### src/if_ctrl_pkg.sv
// ----------------------------------------------------------
// select encodings for the fetch stage redirect and trap muxes
// trap mode values other than machine or user act as machine
// ----------------------------------------------------------

package if_ctrl_pkg;

  // ----------------------------------------------------------
  // redirect source, driven by the controller with pc_set
  // ----------------------------------------------------------
  typedef enum logic [3:0] {
    PC_BOOT      = 4'b0000, // boot address, also inits mtvec
    PC_FENCEI    = 4'b0001, // instruction after the one in ID
    PC_JUMP      = 4'b0010, // jump target resolved in ID
    PC_BRANCH    = 4'b0011, // branch target resolved in EX
    PC_EXCEPTION = 4'b0100, // trap or debug entry
    PC_MRET      = 4'b0101, // return from machine trap
    PC_URET      = 4'b0110, // return from user trap
    PC_DRET      = 4'b0111  // return from debug mode
  } pc_mux_e;

  // ----------------------------------------------------------
  // exception target, only looked at for PC_EXCEPTION
  // ----------------------------------------------------------
  typedef enum logic [2:0] {
    EXC_PC_EXCEPTION = 3'b000, // synchronous exception, base only
    EXC_PC_IRQ       = 3'b001, // vectored interrupt
    EXC_PC_DBD       = 3'b010, // debug halt request
    EXC_PC_DBE       = 3'b011  // exception while in debug mode
  } exc_pc_mux_e;

  // privilege level whose trap vector is taken
  typedef enum logic [1:0] {
    TRAP_MACHINE = 2'b00,
    TRAP_USER    = 2'b01
  } trap_mux_e;

endpackage

### src/if_data_pkg.sv
// ----------------------------------------------------------
// address and bundle types shared across the fetch stage
// trap bases are mtvec/utvec bits 31:8, 256 byte aligned
// ----------------------------------------------------------

package if_data_pkg;

  typedef logic [31:0] addr_t; // byte address

  // ----------------------------------------------------------
  // trap vector configuration from the CSR file
  // ----------------------------------------------------------
  typedef struct packed {
    logic [23:0] m_base;  // mtvec[31:8]
    logic [23:0] u_base;  // utvec[31:8]
    logic [4:0]  m_vec;   // machine interrupt id for vectoring
    logic [4:0]  u_vec;   // user interrupt id for vectoring
  } trap_cfg_t;

  // debug module entry points
  typedef struct packed {
    addr_t halt;  // entered on debug halt
    addr_t exc;   // entered on exception in debug mode
  } dbg_addr_t;

  // ----------------------------------------------------------
  // redirect targets coming from later stages and CSRs
  // ----------------------------------------------------------
  typedef struct packed {
    addr_t boot;       // reset vector, low 2 bits ignored
    addr_t jump_id;    // jal/jalr target from ID
    addr_t branch_ex;  // taken branch target from EX
    addr_t mepc;
    addr_t uepc;
    addr_t depc;
  } redir_tgt_t;

  // IF/ID pipeline word, valid travels beside it
  typedef struct packed {
    logic [31:0] instr;          // raw word, not decompressed
    addr_t       pc;             // address of instr
    logic        is_compressed;  // 16 bit encoding
    logic        illegal_c;      // all-zero 16 bit word
  } if_id_t;

endpackage

### src/exc_pc_sel.sv
// ----------------------------------------------------------
// trap and debug entry address, purely combinational
// unknown exc_pc_mux values give the plain exception address
// ----------------------------------------------------------

module exc_pc_sel
  import if_ctrl_pkg::*, if_data_pkg::*;
(
  input  trap_cfg_t   trap_cfg_i,   // trap bases and vector ids
  input  trap_mux_e   trap_mux_i,   // machine or user vector
  input  exc_pc_mux_e exc_pc_mux_i, // kind of entry
  input  dbg_addr_t   dbg_addr_i,   // debug module entry points
  output addr_t       exc_pc_o
);

  logic [23:0] trap_base; // base of the selected vector table
  logic [4:0]  vec_idx;   // interrupt slot within the table

  // pick machine or user set, anything unknown falls back to machine
  always_comb begin
    case (trap_mux_i)
      TRAP_USER: begin
        trap_base = trap_cfg_i.u_base;
        vec_idx   = trap_cfg_i.u_vec;
      end
      default: begin
        trap_base = trap_cfg_i.m_base;
        vec_idx   = trap_cfg_i.m_vec;
      end
    endcase
  end

  // ----------------------------------------------------------
  // entry address
  // ----------------------------------------------------------
  always_comb begin
    case (exc_pc_mux_i)
      EXC_PC_IRQ: exc_pc_o = {trap_base, 1'b0, vec_idx, 2'b00}; // base + 4*id
      EXC_PC_DBD: exc_pc_o = {dbg_addr_i.halt[31:2], 2'b00};    // word aligned
      EXC_PC_DBE: exc_pc_o = {dbg_addr_i.exc[31:2], 2'b00};
      default:    exc_pc_o = {trap_base, 8'h00};                // all exceptions at base
    endcase
  end

endmodule

### src/fetch_pipe.sv
// ----------------------------------------------------------
// fetch accept, fetch pc and the single entry IF/ID register
// each offered word is assumed to start at pc_if_o
// ----------------------------------------------------------

module fetch_pipe
  import if_data_pkg::*;
(
  input  logic        clk,
  input  logic        rst_n,
  input  logic        req_i,               // core wants instructions
  input  logic        pc_set_i,            // redirect, wins over accept
  input  logic        fetch_valid_i,       // source offers a word
  input  logic [31:0] fetch_rdata_i,       // offered word
  input  logic        id_ready_i,          // ID can take a new instruction
  input  logic        halt_if_i,           // controller freezes fetch
  input  logic        clear_instr_valid_i, // kill instruction in ID
  input  addr_t       branch_addr_i,       // redirect target
  output logic        fetch_ready_o,       // word taken this cycle
  output logic        branch_o,            // source must restart
  output logic        perf_imiss_o,        // cycle lost waiting on fetch
  output logic        instr_valid_id_o,
  output if_id_t      if_id_o,
  output addr_t       pc_if_o,             // address of the offered word
  output addr_t       pc_id_o              // address of the word in ID
);

  logic   accept;    // word moves into IF/ID
  logic   is_c;      // low bits not 2'b11
  logic   illegal_c; // compressed and all zero
  addr_t  pc_q;
  if_id_t if_id_q;
  logic   valid_q;

  // ----------------------------------------------------------
  // handshake with the fetch source
  // ----------------------------------------------------------
  assign accept = req_i & fetch_valid_i & id_ready_i & ~halt_if_i & ~pc_set_i;

  assign fetch_ready_o = accept;
  assign branch_o      = pc_set_i;                  // same cycle restart
  assign perf_imiss_o  = ~fetch_valid_i & ~pc_set_i; // redirect cycles not counted

  // length and illegal decode on the raw word
  assign is_c      = (fetch_rdata_i[1:0] != 2'b11);
  assign illegal_c = is_c & (fetch_rdata_i[15:0] == 16'h0000); // defined illegal

  // ----------------------------------------------------------
  // fetch pc
  // ----------------------------------------------------------
  always_ff @(posedge clk or negedge rst_n) begin
    if (!rst_n) begin
      pc_q <= '0;
    end else if (pc_set_i) begin
      pc_q <= branch_addr_i;
    end else if (accept) begin
      pc_q <= is_c ? pc_q + 32'd2 : pc_q + 32'd4; // step over the taken word
    end
  end

  // ----------------------------------------------------------
  // IF/ID register, holds while ID stalls
  // ----------------------------------------------------------
  always_ff @(posedge clk or negedge rst_n) begin
    if (!rst_n) begin
      valid_q <= 1'b0;
      if_id_q <= '0;
    end else if (accept) begin
      valid_q               <= 1'b1;
      if_id_q.instr         <= fetch_rdata_i; // passed on undecompressed
      if_id_q.pc            <= pc_q;
      if_id_q.is_compressed <= is_c;
      if_id_q.illegal_c     <= illegal_c;
    end else if (clear_instr_valid_i) begin
      valid_q <= 1'b0; // payload kept, only valid drops
    end
  end

  assign instr_valid_id_o = valid_q;
  assign if_id_o          = if_id_q;
  assign pc_if_o          = pc_q;
  assign pc_id_o          = if_id_q.pc; // used by fence.i redirect

endmodule

### src/if_stage.sv
// ----------------------------------------------------------
// instruction fetch stage top, wiring only
// fetch source must drop its word and restart while branch_o
// ----------------------------------------------------------

module if_stage
  import if_ctrl_pkg::*, if_data_pkg::*;
(
  input  logic        clk,
  input  logic        rst_n,
  // trap entry
  input  trap_cfg_t   trap_cfg_i,
  input  trap_mux_e   trap_mux_i,
  input  exc_pc_mux_e exc_pc_mux_i,
  input  dbg_addr_t   dbg_addr_i,
  // redirect
  input  redir_tgt_t  redir_tgt_i,
  input  pc_mux_e     pc_mux_i,
  input  logic        pc_set_i,
  // fetch source and pipeline control
  input  logic        req_i,
  input  logic        fetch_valid_i,
  input  logic [31:0] fetch_rdata_i,
  input  logic        id_ready_i,
  input  logic        halt_if_i,
  input  logic        clear_instr_valid_i,
  output logic        fetch_ready_o,
  output logic        branch_o,
  output addr_t       branch_addr_o,
  // to ID
  output logic        instr_valid_id_o,
  output if_id_t      if_id_o,
  // status
  output addr_t       pc_if_o,
  output logic        csr_mtvec_init_o,
  output logic        perf_imiss_o
);

  addr_t exc_pc;      // trap or debug entry
  addr_t branch_addr; // redirect target, halfword aligned
  addr_t pc_id;       // pc held in ID, for fence.i

  exc_pc_sel i_exc_pc_sel (
    .trap_cfg_i   (trap_cfg_i),
    .trap_mux_i   (trap_mux_i),
    .exc_pc_mux_i (exc_pc_mux_i),
    .dbg_addr_i   (dbg_addr_i),
    .exc_pc_o     (exc_pc)
  );

  next_pc_sel i_next_pc_sel (
    .pc_mux_i         (pc_mux_i),
    .pc_set_i         (pc_set_i),
    .redir_tgt_i      (redir_tgt_i),
    .exc_pc_i         (exc_pc),
    .pc_id_i          (pc_id),
    .branch_addr_o    (branch_addr),
    .csr_mtvec_init_o (csr_mtvec_init_o)
  );

  // ----------------------------------------------------------
  // fetch pc and IF/ID register
  // ----------------------------------------------------------
  fetch_pipe i_fetch_pipe (
    .clk                 (clk),
    .rst_n               (rst_n),
    .req_i               (req_i),
    .pc_set_i            (pc_set_i),
    .fetch_valid_i       (fetch_valid_i),
    .fetch_rdata_i       (fetch_rdata_i),
    .id_ready_i          (id_ready_i),
    .halt_if_i           (halt_if_i),
    .clear_instr_valid_i (clear_instr_valid_i),
    .branch_addr_i       (branch_addr),
    .fetch_ready_o       (fetch_ready_o),
    .branch_o            (branch_o),
    .perf_imiss_o        (perf_imiss_o),
    .instr_valid_id_o    (instr_valid_id_o),
    .if_id_o             (if_id_o),
    .pc_if_o             (pc_if_o),
    .pc_id_o             (pc_id)
  );

  assign branch_addr_o = branch_addr; // restart address for the source

endmodule

### src/next_pc_sel.sv
// ----------------------------------------------------------
// redirect address mux, purely combinational
// result always halfword aligned, bit 0 forced low
// ----------------------------------------------------------

module next_pc_sel
  import if_ctrl_pkg::*, if_data_pkg::*;
(
  input  pc_mux_e    pc_mux_i,        // redirect source
  input  logic       pc_set_i,        // redirect taken this cycle
  input  redir_tgt_t redir_tgt_i,     // targets from ID, EX and CSRs
  input  addr_t      exc_pc_i,        // trap or debug entry
  input  addr_t      pc_id_i,         // pc of instruction in ID
  output addr_t      branch_addr_o,   // new fetch address
  output logic       csr_mtvec_init_o // boot redirect, CSR file loads mtvec
);

  addr_t sel_addr; // mux result before halfword alignment

  // ----------------------------------------------------------
  // source select
  // ----------------------------------------------------------
  always_comb begin
    case (pc_mux_i)
      PC_BOOT:      sel_addr = {redir_tgt_i.boot[31:2], 2'b00};
      PC_JUMP:      sel_addr = redir_tgt_i.jump_id;
      PC_BRANCH:    sel_addr = redir_tgt_i.branch_ex;
      PC_EXCEPTION: sel_addr = exc_pc_i;
      PC_MRET:      sel_addr = redir_tgt_i.mepc;  // back to trapped instruction
      PC_URET:      sel_addr = redir_tgt_i.uepc;
      PC_DRET:      sel_addr = redir_tgt_i.depc;  // leave debug mode
      PC_FENCEI:    sel_addr = pc_id_i + 32'd4;   // refetch after fence.i
      default:      sel_addr = redir_tgt_i.boot;  // unused codes restart at boot
    endcase
  end

  assign branch_addr_o = {sel_addr[31:1], 1'b0}; // no byte-aligned fetch

  // mtvec is reloaded only when booting
  assign csr_mtvec_init_o = pc_set_i & (pc_mux_i == PC_BOOT);

endmodule

### config.mk
export PLATFORM = sky130hd
export DESIGN_NAME = if_stage
export DESIGN_NICKNAME = d
export VERILOG_FILES = /design/src/if_ctrl_pkg.sv /design/src/if_data_pkg.sv /design/src/exc_pc_sel.sv /design/src/fetch_pipe.sv /design/src/if_stage.sv /design/src/next_pc_sel.sv
export SDC_FILE = /design/constraint.sdc
export NUM_CORES = 1
export LEC_CHECK = 0
export ABC_AREA = 1
export BUFFER_PORTS_ARGS = -buffer_cell sky130_fd_sc_hd__buf_2
export CORE_AREA = 2 2 194 196
export CTS_BUF_LIST = sky130_fd_sc_hd__clkbuf_8
export DETAILED_ROUTE_END_ITERATION = 10
export DIE_AREA = 0 0 196 198
export PLACE_DENSITY_LB_ADDON = 0.08
export SKIP_CTS_REPAIR_TIMING = 1
export SYNTH_ARGS = -nofsm -noshare
export SYNTH_HDL_FRONTEND = slang
export SYNTH_SLANG_ARGS = --single-unit
### constraint.sdc
create_clock -name clk -period 6.8 [get_ports clk]
set_clock_uncertainty 0.15 [all_clocks]
set_input_delay 2.04 -clock clk [delete_from_list [all_inputs] [get_ports clk]]
set_output_delay 2.04 -clock clk [all_outputs]
set_load 0.02 [all_outputs]
Yosys cells after proc, flatten, opt, wreduce, memory -nomap -nowiden
Index checks and enable logic that the tools add are counted.

Add/sub/neg operators: 3. Eq/ne operators: 12. Muxes and demuxes: 9. Bitwise operators: 10. Reductions and logical operators: 4.

Operators with widths (number): case mux 32 bit (8 select lines) (1); two-way mux 32 bit (3); case mux 32 bit (3 select lines) (1); adder 32 x 3 -> 32 bit (second input constant) (2); adder 32 x 2 -> 32 bit (second input constant) (1); two-way mux 24 bit (1); == test 4 x 3 -> 1 bit (second input constant) (4); zero test 16 bit (1); == test 4 x 2 -> 1 bit (second input constant) (2); AND 1 bit (7); == test 3 x 2 -> 1 bit (second input constant) (2); two-way mux 5 bit (1); == test 4 x 1 -> 1 bit (second input constant) (1); zero test 4 bit (1); nonzero test 2 bit (2); == test 3 x 1 -> 1 bit (second input constant) (1); inverter 1 bit (3); == test 2 x 1 -> 1 bit (second input constant) (1); two-way mux 1 bit (2); != test 2 bit (second input constant) (1).

Register bits after elaboration: 99. Input bits: 363. Output and inout bits: 135. Logic and storage cells: 44.

Logic depth before layout (Yosys ltp)
Gate-level depths: netlist (run 1).

Depth in word-level cells: 6. Mapped depth: 14. Depth with buffers taken out: 13.

By module
From an unflattened synthesis (run 1), not the netlist that was laid out.

Cells, all modules: 1663. Area, all modules: 9252.6 µm².

Modules (own cells, without submodules): fetch_pipe (instances 1, cells each 698, area each 5220.0 µm², sequential area each 2477.4 µm²); next_pc_sel (instances 1, cells each 616, area each 2620.0 µm², sequential area each 0.0 µm²); exc_pc_sel (instances 1, cells each 349, area each 1412.6 µm², sequential area each 0.0 µm²).

Least setup slack after synthesis (run 1)
OpenSTA, ideal clock, no wires.

Path kind: input to output. Start: input port pc_mux_i[1]. End: output port branch_addr_o[27]. Arrival time: 3303 ps. Required time: 4610 ps. Setup slack: 1307 ps. Cell stages on the path: 9. Buffers on the path: 2. Path through: nor2_1 buf_2 nand2_2 buf_2 o21ai_0 inv_1 nand3_1 nor2_1 a21boi_1.

Cells in the longest elaborated chain, start to end: 2. Elaborated cells between the ends (all ways): 9. Classes of those cells: eq/ne (7); mux (1); reduce/logical (1).

Ends and longest elaborated chain: start, declared (RTL line if_stage.sv:18) `input pc_mux_e pc_mux_i,`; == test 4 x 1 -> 1 bit (tied with other cells) (RTL line next_pc_sel.sv:24) `case (pc_mux_i)`; case mux 32 bit (8 select lines) * (RTL line next_pc_sel.sv:24); end, declared (RTL line if_stage.sv:29) `output addr_t branch_addr_o,`.

Every way passes the cells marked *; elsewhere a longest branch is shown, timed or not.

Final worst setup path (run 1)
Start: input port pc_mux_i[3]. End: output port branch_addr_o[25].

Same word-level chain as after synthesis.

==> impl_results.md, run 1 <==
- Status: finished clean
- Post-synthesis mux area share: 0%
- Clk Latency, worst-skew pair: 390 ps
- Final period utilization: 93.5%
- Max VDD drop: 0.123 mV
- I/O pins: 498
- Horiz. Die Dim: 196 µm
- Placed cells: 2549
- Max-Cap Viols: 0
- Commonest cells after routing, fill and taps aside: nand2_1 (673), buf_2 (483), nor2_1 (213)
- Die area: 38800 µm²
- EDFF count, synth: 0
- Final #Nets: 2452
- CTS tree: done
- Area Overhead vs Synth: 36.9%
- DR pass1 iterations: 6
- Worst Setup Path Type: in2out
- DRT Wirelength: 55.6 mm
- Root buf cell: clkbuf_8
- Final worst-path setup slack: 442 ps
- Yosys cell types: 41
- Critical Path Max Stage Delay: 440 ps
- PortBufs: 484
- Core area: 37000 µm²
- Slew at the pin closest to its max-slew limit: 942 ps
- CTS Buffer Depth: 2
- Register area share after synthesis: 27.1%
- Pin count of the biggest net entering global routing: 71
- Vert. Die Dim: 198 µm
- CP arrival: 4170 ps
- Final hold slack: 335 ps
- Unrepaired setup endpoints after global routing: false
- FP Rows: 71
- Compound-Gate Fraction of Synth Area: 11.1%
- Leakage power: 6.74 nW
- Yosys warns: 0
- Worst path cell trace: buf_2 -> nor2_4 -> nand2_1 -> inv_2 -> buf_4 -> nand2_1 -> nand2_1 -> nand3b_1 -> nor2_1 -> a21boi_1 -> buf_2
- Vias in the first global route: 12100
- Slew Limit Fails: 0
- First-pass GRT wire length: 79.8 mm
- # setup viols final: 0
- Gr usage total: 28.3%
- Violation count after the first detailed-route iteration: 809
- Synthesized area: 8950 µm²
- Placement Setup Slack: 502 ps
- Starting Density: 24.2%
- Most used DFF post-synth: dfrtp_1
- Inserted Clock Buffers: 9
- Pwr Density: 174 nW/µm²
- Worst-path fanout max: 16
- HP Class: reg2reg
- WL per Instance: 21.6 µm
- Core Util, Final: 33.2%
- Crit-path most repeated cell: nand2_1
- Final Non-Filler Cells: 2577
- Largest family of logic cells by synthesized area: simple AND/OR/NAND/NOR gates
- Share of post-route cells with drive strength above 1: 27.6%
- Ys async rst share: 100%
- Max frequency: 157 MHz
- CTS sink cnt: 97
- Crit-path slowest cell: inv_2
- Xor and xnor area share after synthesis: 0.391%
- Clock transition at the registers of the reported paths: 100 ps
- Detailed-route via count: 12500
- Yosys reg bits: 97
- Worst setup SP type: input pin
- Setup TNS: 0 ps
- Adder-Cell Fraction of Synth Area: 0.419%
- Min Tclk post-route: 6360 ps
- Post-DP HPWL: 47.1 mm
- Vias per inst: 4.83
- WP data required: 4610 ps
- Post-Syn Instances: 1615
- Critical Path Sink Type: output pin
- Drt drc: 0
- Initial antenna violation count: 14
- H-Tree Depth: 3
- Simple-Gate Fraction of Synth Area: 51.4%
- Count of final hold-check violations: 0
- GP Congestion: 0.977
- Number of nets with antenna violations after routing: 0
- Syn avg cell area: 5.54 µm²
- Commonest non-fill, non-tap cell in the layout: nand2_1
- Global route overflow: 0
- Slew headroom: 37.2%
[through the flow]
stage	cell area, µm²	power (W)
detailed placement	12000	0.00171
finish	12300	0.00213
global placement	12000	0.00171
CTS	12200	0.00215
global route	12200	0.00227
floorplan	8960	0.00125
[synth_stat cells, drive strengths merged, types with 7 or more instances]
library cell | number | share of area, %
or2 | 22 | 1.5
nand4 | 31 | 2.2
a21oi | 31 | 1.9
nand2 | 676 | 28
clkbuf | 31 | 1.3
a31oi | 7 | 0.49
o211ai | 8 | 0.67
nor3 | 23 | 1.3
buf | 30 | 1.7
a21boi | 17 | 1.4
inv | 154 | 6.5
o21ai | 89 | 5.0
a22oi | 8 | 0.67
nand3 | 135 | 7.5
nor2 | 222 | 9.5
dfrtp | 97 | 27
[critical path, delay by kind of cell]
kind	cells	cell delay [ps]
buffers and inverters	4	1040
AO/OA/AOI/OAI	1	130
AND/OR/NAND/NOR	6	930
[routing by layer]
| metal | track usage (%) | wire (µm) | vias up |
|---|---|---|---|
| met5 | 0 | 10 | - |
| met3 | 5.54 | 4110 | 64 |
| li1 | - | - | 6061 |
| met4 | 10.4 | 1700 | 2 |
| met2 | 46.8 | 25900 | 523 |
| met1 | 36.5 | 24000 | 5803 |
[cell families (layout without fill, tap and decap cells)]
kind of cell	Yosys count	in the layout
buffers and inverters	216	689
XOR/XNOR	4	4
other	1	16
flip-flops	97	97
AND/OR/NAND/NOR	1122	1122
AO/OA/AOI/OAI	172	172
adder cells (fa/ha/maj)	3	3
[report_power, final]
group	total, W	switching, W	internal (W)
clock network	0.000432	0.000228	0.000204
registers	0.000834	0.000153	0.000680
logic	0.000864	0.000569	0.000296
[flip-flops by register name, indices dropped and copies added (netlist names)]
register                       count
i_fetch_pipe.if_id_o              34
i_fetch_pipe.pc_if_o              31
i_fetch_pipe.instr_valid_id_o      1
i_fetch_pipe.pc_id_o              31
[worst paths after layout]
kind	from	end	slack, ps	cells after the start
min in group asynchronous	rst_n	i_fetch_pipe.if_id_o[43]	1600	1
min reg2reg	i_fetch_pipe.if_id_o[46]	i_fetch_pipe.if_id_o[46]	330	2
max in group asynchronous	rst_n	i_fetch_pipe.if_id_o[51]	3910	2
max reg2reg	i_fetch_pipe.pc_id_o[2]	i_fetch_pipe.pc_if_o[16]	4270	11
min	i_fetch_pipe.if_id_o[46]	i_fetch_pipe.if_id_o[46]	330	2
max	pc_mux_i[3]	branch_addr_o[25]	440	11
[cell type report]
class                           count  area [µm²]
Antenna cell                       13        32.5
Clock buffer                        9         124
Clock inverter                      6        85.1
Fill cell                        4353       24700
Inverter                          155         582
Multi-Input combinational cell   1304        5700
Sequential cell                    97        2430
Tap cell                          474         593
Timing Repair Buffer              519        2710
Note: power is estimated with default switching activity, not from simulation.
==> run 2: changes to the inputs <==
Settings changed: BUFFER_PORTS_ARGS -buffer_cell sky130_fd_sc_hd__buf_2 to unset, DONT_BUFFER_PORTS set to 1.
==> run 2 against run 1 <==
Final cell count fell by 19%. Clock power fell by 7.2%. Via count fell by 14%. Hold slack improved by 150 ps. Largest power group is now registers.
==> impl_results.md, run 2 (synthesized netlist as in run 1, its figures left out) <==
- Number of flip-flops in the largest register: 34 (unchanged)
- Placed cells: 2075 (-19%)
- Die area: 38800 µm² (unchanged)
- CP arrival: 3930 ps (-240 ps)
- Detailed-route via count: 10700 (-14%)
- GP Congestion: 0.976 (-0.11%)
- Commonest cells after routing, fill and taps aside: nand2_1 (673), nor2_1 (213), inv_1 (148)
- HP Class: reg2reg
- Hold path depth: 2 (unchanged)
- Slew headroom: 43.7% (+6.5 points)
- Area Overhead vs Synth: 10.4%
- Root buf cell: clkbuf_8
- Clock transition at the registers of the reported paths: 100 ps (about the same)
- FP Rows: 71 (unchanged)
- Worst Reg-to-Reg Cells: 7 (-4)
- Core area: 37000 µm² (unchanged)
- DR pass1 iterations: 5 (-1)
- Global route overflow: 0 (unchanged)
- Horiz. Die Dim: 196 µm (unchanged)
- Hold_sp: i_fetch_pipe.if_id_o[43]
- Count of final hold-check violations: 0 (unchanged)
- Final period utilization: 89.9% (-3.6 points)
- Max frequency: 164 MHz (+4.0%)
- Worst Setup Path Type: in2out
- First-pass GRT wire length: 75.3 mm (-5.7%)
- Post-DP Area: 9660 µm² (-20%)
- Max VDD drop: 0.0863 mV (-30%)
- Min Tclk post-route: 6120 ps (-242 ps)
- Pwr Density: 190 nW/µm² (+9.5%)
- Max-Cap Viols: 0 (unchanged)
- Final worst-path setup slack: 685 ps (+242 ps)
- H-Tree Depth: 3 (unchanged)
- Post-DP HPWL: 45.2 mm (-3.9%)
- I/O pins: 498 (unchanged)
- Vert. Die Dim: 198 µm (unchanged)
- Slew Limit Fails: 0 (unchanged)
- Fillcell total: 4354 (+0.023%)
- Starting Density: 24.2% (unchanged)
- Vias in the first global route: 10600 (-12%)
- CTS Buffer Depth: 2 (unchanged)
- CTS tree: done
- Violation count after the first detailed-route iteration: 781 (-3.5%)
- Vias per inst: 5.10 (+5.4%)
- Leakage power: 4.83 nW (-28%)
- Seq. cell area: 2430 µm² (unchanged)
- DRT Wirelength: 53.5 mm (-3.8%)
- Drt drc: 0 (unchanged)
- Gr usage total: 27.1% (-1.2 points)
- Placement Setup Slack: 681 ps (+179 ps)
- Status: finished clean
- Inserted Clock Buffers: 9 (unchanged)
- Worst-path fanout max: 17 (+1)
- # setup viols final: 0 (unchanged)
- PortBufs: 0 (-100%)
- Final #Nets: 1978 (-19%)
- Unrepaired setup endpoints after global routing: false
- Clk Latency, worst-skew pair: 390 ps (about the same)
- Critical Path Sink Type: output pin
- Initial antenna violation count: 14 (unchanged)
- Worst setup SP type: input pin
- Worst r2r src: i_fetch_pipe.pc_id_o[5]
- Commonest non-fill, non-tap cell in the layout: nand2_1
- Multi-input logic area: 5700 µm² (unchanged)
- Number of nets with antenna violations after routing: 0 (unchanged)
- WL per Instance: 25.5 µm (+18%)
- Pin count of the biggest net entering global routing: 98 (+38%)
- Share of post-route cells with drive strength above 1: 6.31% (-21 points)
- WP data required: 4610 ps (about the same)
- Final Non-Filler Cells: 2100 (-19%)
- Critical path startpoint: trap_mux_i[1]
- Slew at the pin closest to its max-slew limit: 844 ps (-98.6 ps)
- CTS sink cnt: 97 (unchanged)
- Finished Cell Area: 9880 µm² (-19%)
- Setup TNS: 0 ps (unchanged)
run 2: stage by stage:
| step | utilization [%] | hold slack [ps] | total power [W] |
|---|---|---|---|
| finish | 26.7 | 485 | 0.00188 |
| global placement | 26.2 | 463 | 0.00149 |
| global route | 26.7 | 518 | 0.00201 |
| detailed placement | 26.2 | 462 | 0.00150 |
| CTS | 26.7 | 490 | 0.00191 |
| floorplan | - | 441 | 0.00125 |
run 2: worst max-delay path: stages:
cell,delay (ps)
inv_1,30
nand2_1,420
buf_12,350
nand2_1,60
a21oi_1,60
o21ai_0,420
nand4_1,230
and2_1,300
run 2: final timing paths:
kind / slack (ps) / endpoint
max in group asynchronous: 5170 / i_fetch_pipe.pc_id_o[9]
min in group asynchronous: 1180 / i_fetch_pipe.if_id_o[43]
worst min register to register: 490 / i_fetch_pipe.if_id_o[43]
worst min-delay path: 490 / i_fetch_pipe.if_id_o[43]
worst max-delay path: 680 / branch_addr_o[11]
worst max register to register: 4030 / i_fetch_pipe.pc_if_o[11]
run 2: power by group:
group,switching [W],internal (W)
Clock,0.000223,0.000179
Combinational,0.000313,0.000156
Sequential,0.000333,0.000677
Total,0.000868,0.00101
run 2: metal layers:
metal | share of wire, % | up-vias | GRT usage, %
met2 | 47 | 442 | 45.6
li1 | - | 5100 | -
met4 | 3.0 | 2 | 8.42
met5 | 0.022 | - | 0
met3 | 7.8 | 65 | 5.76
met1 | 43 | 5092 | 34.6
run 2: layout make-up:
type,instances,area share [%]
repair buffers,45,3.67
clock buffers,10,1.39
well taps,474,6.00
flip-flops and latches,97,24.6
clock inverters,6,0.595
diodes,9,0.228
multi-input cells,1304,57.7
inverters,155,5.89
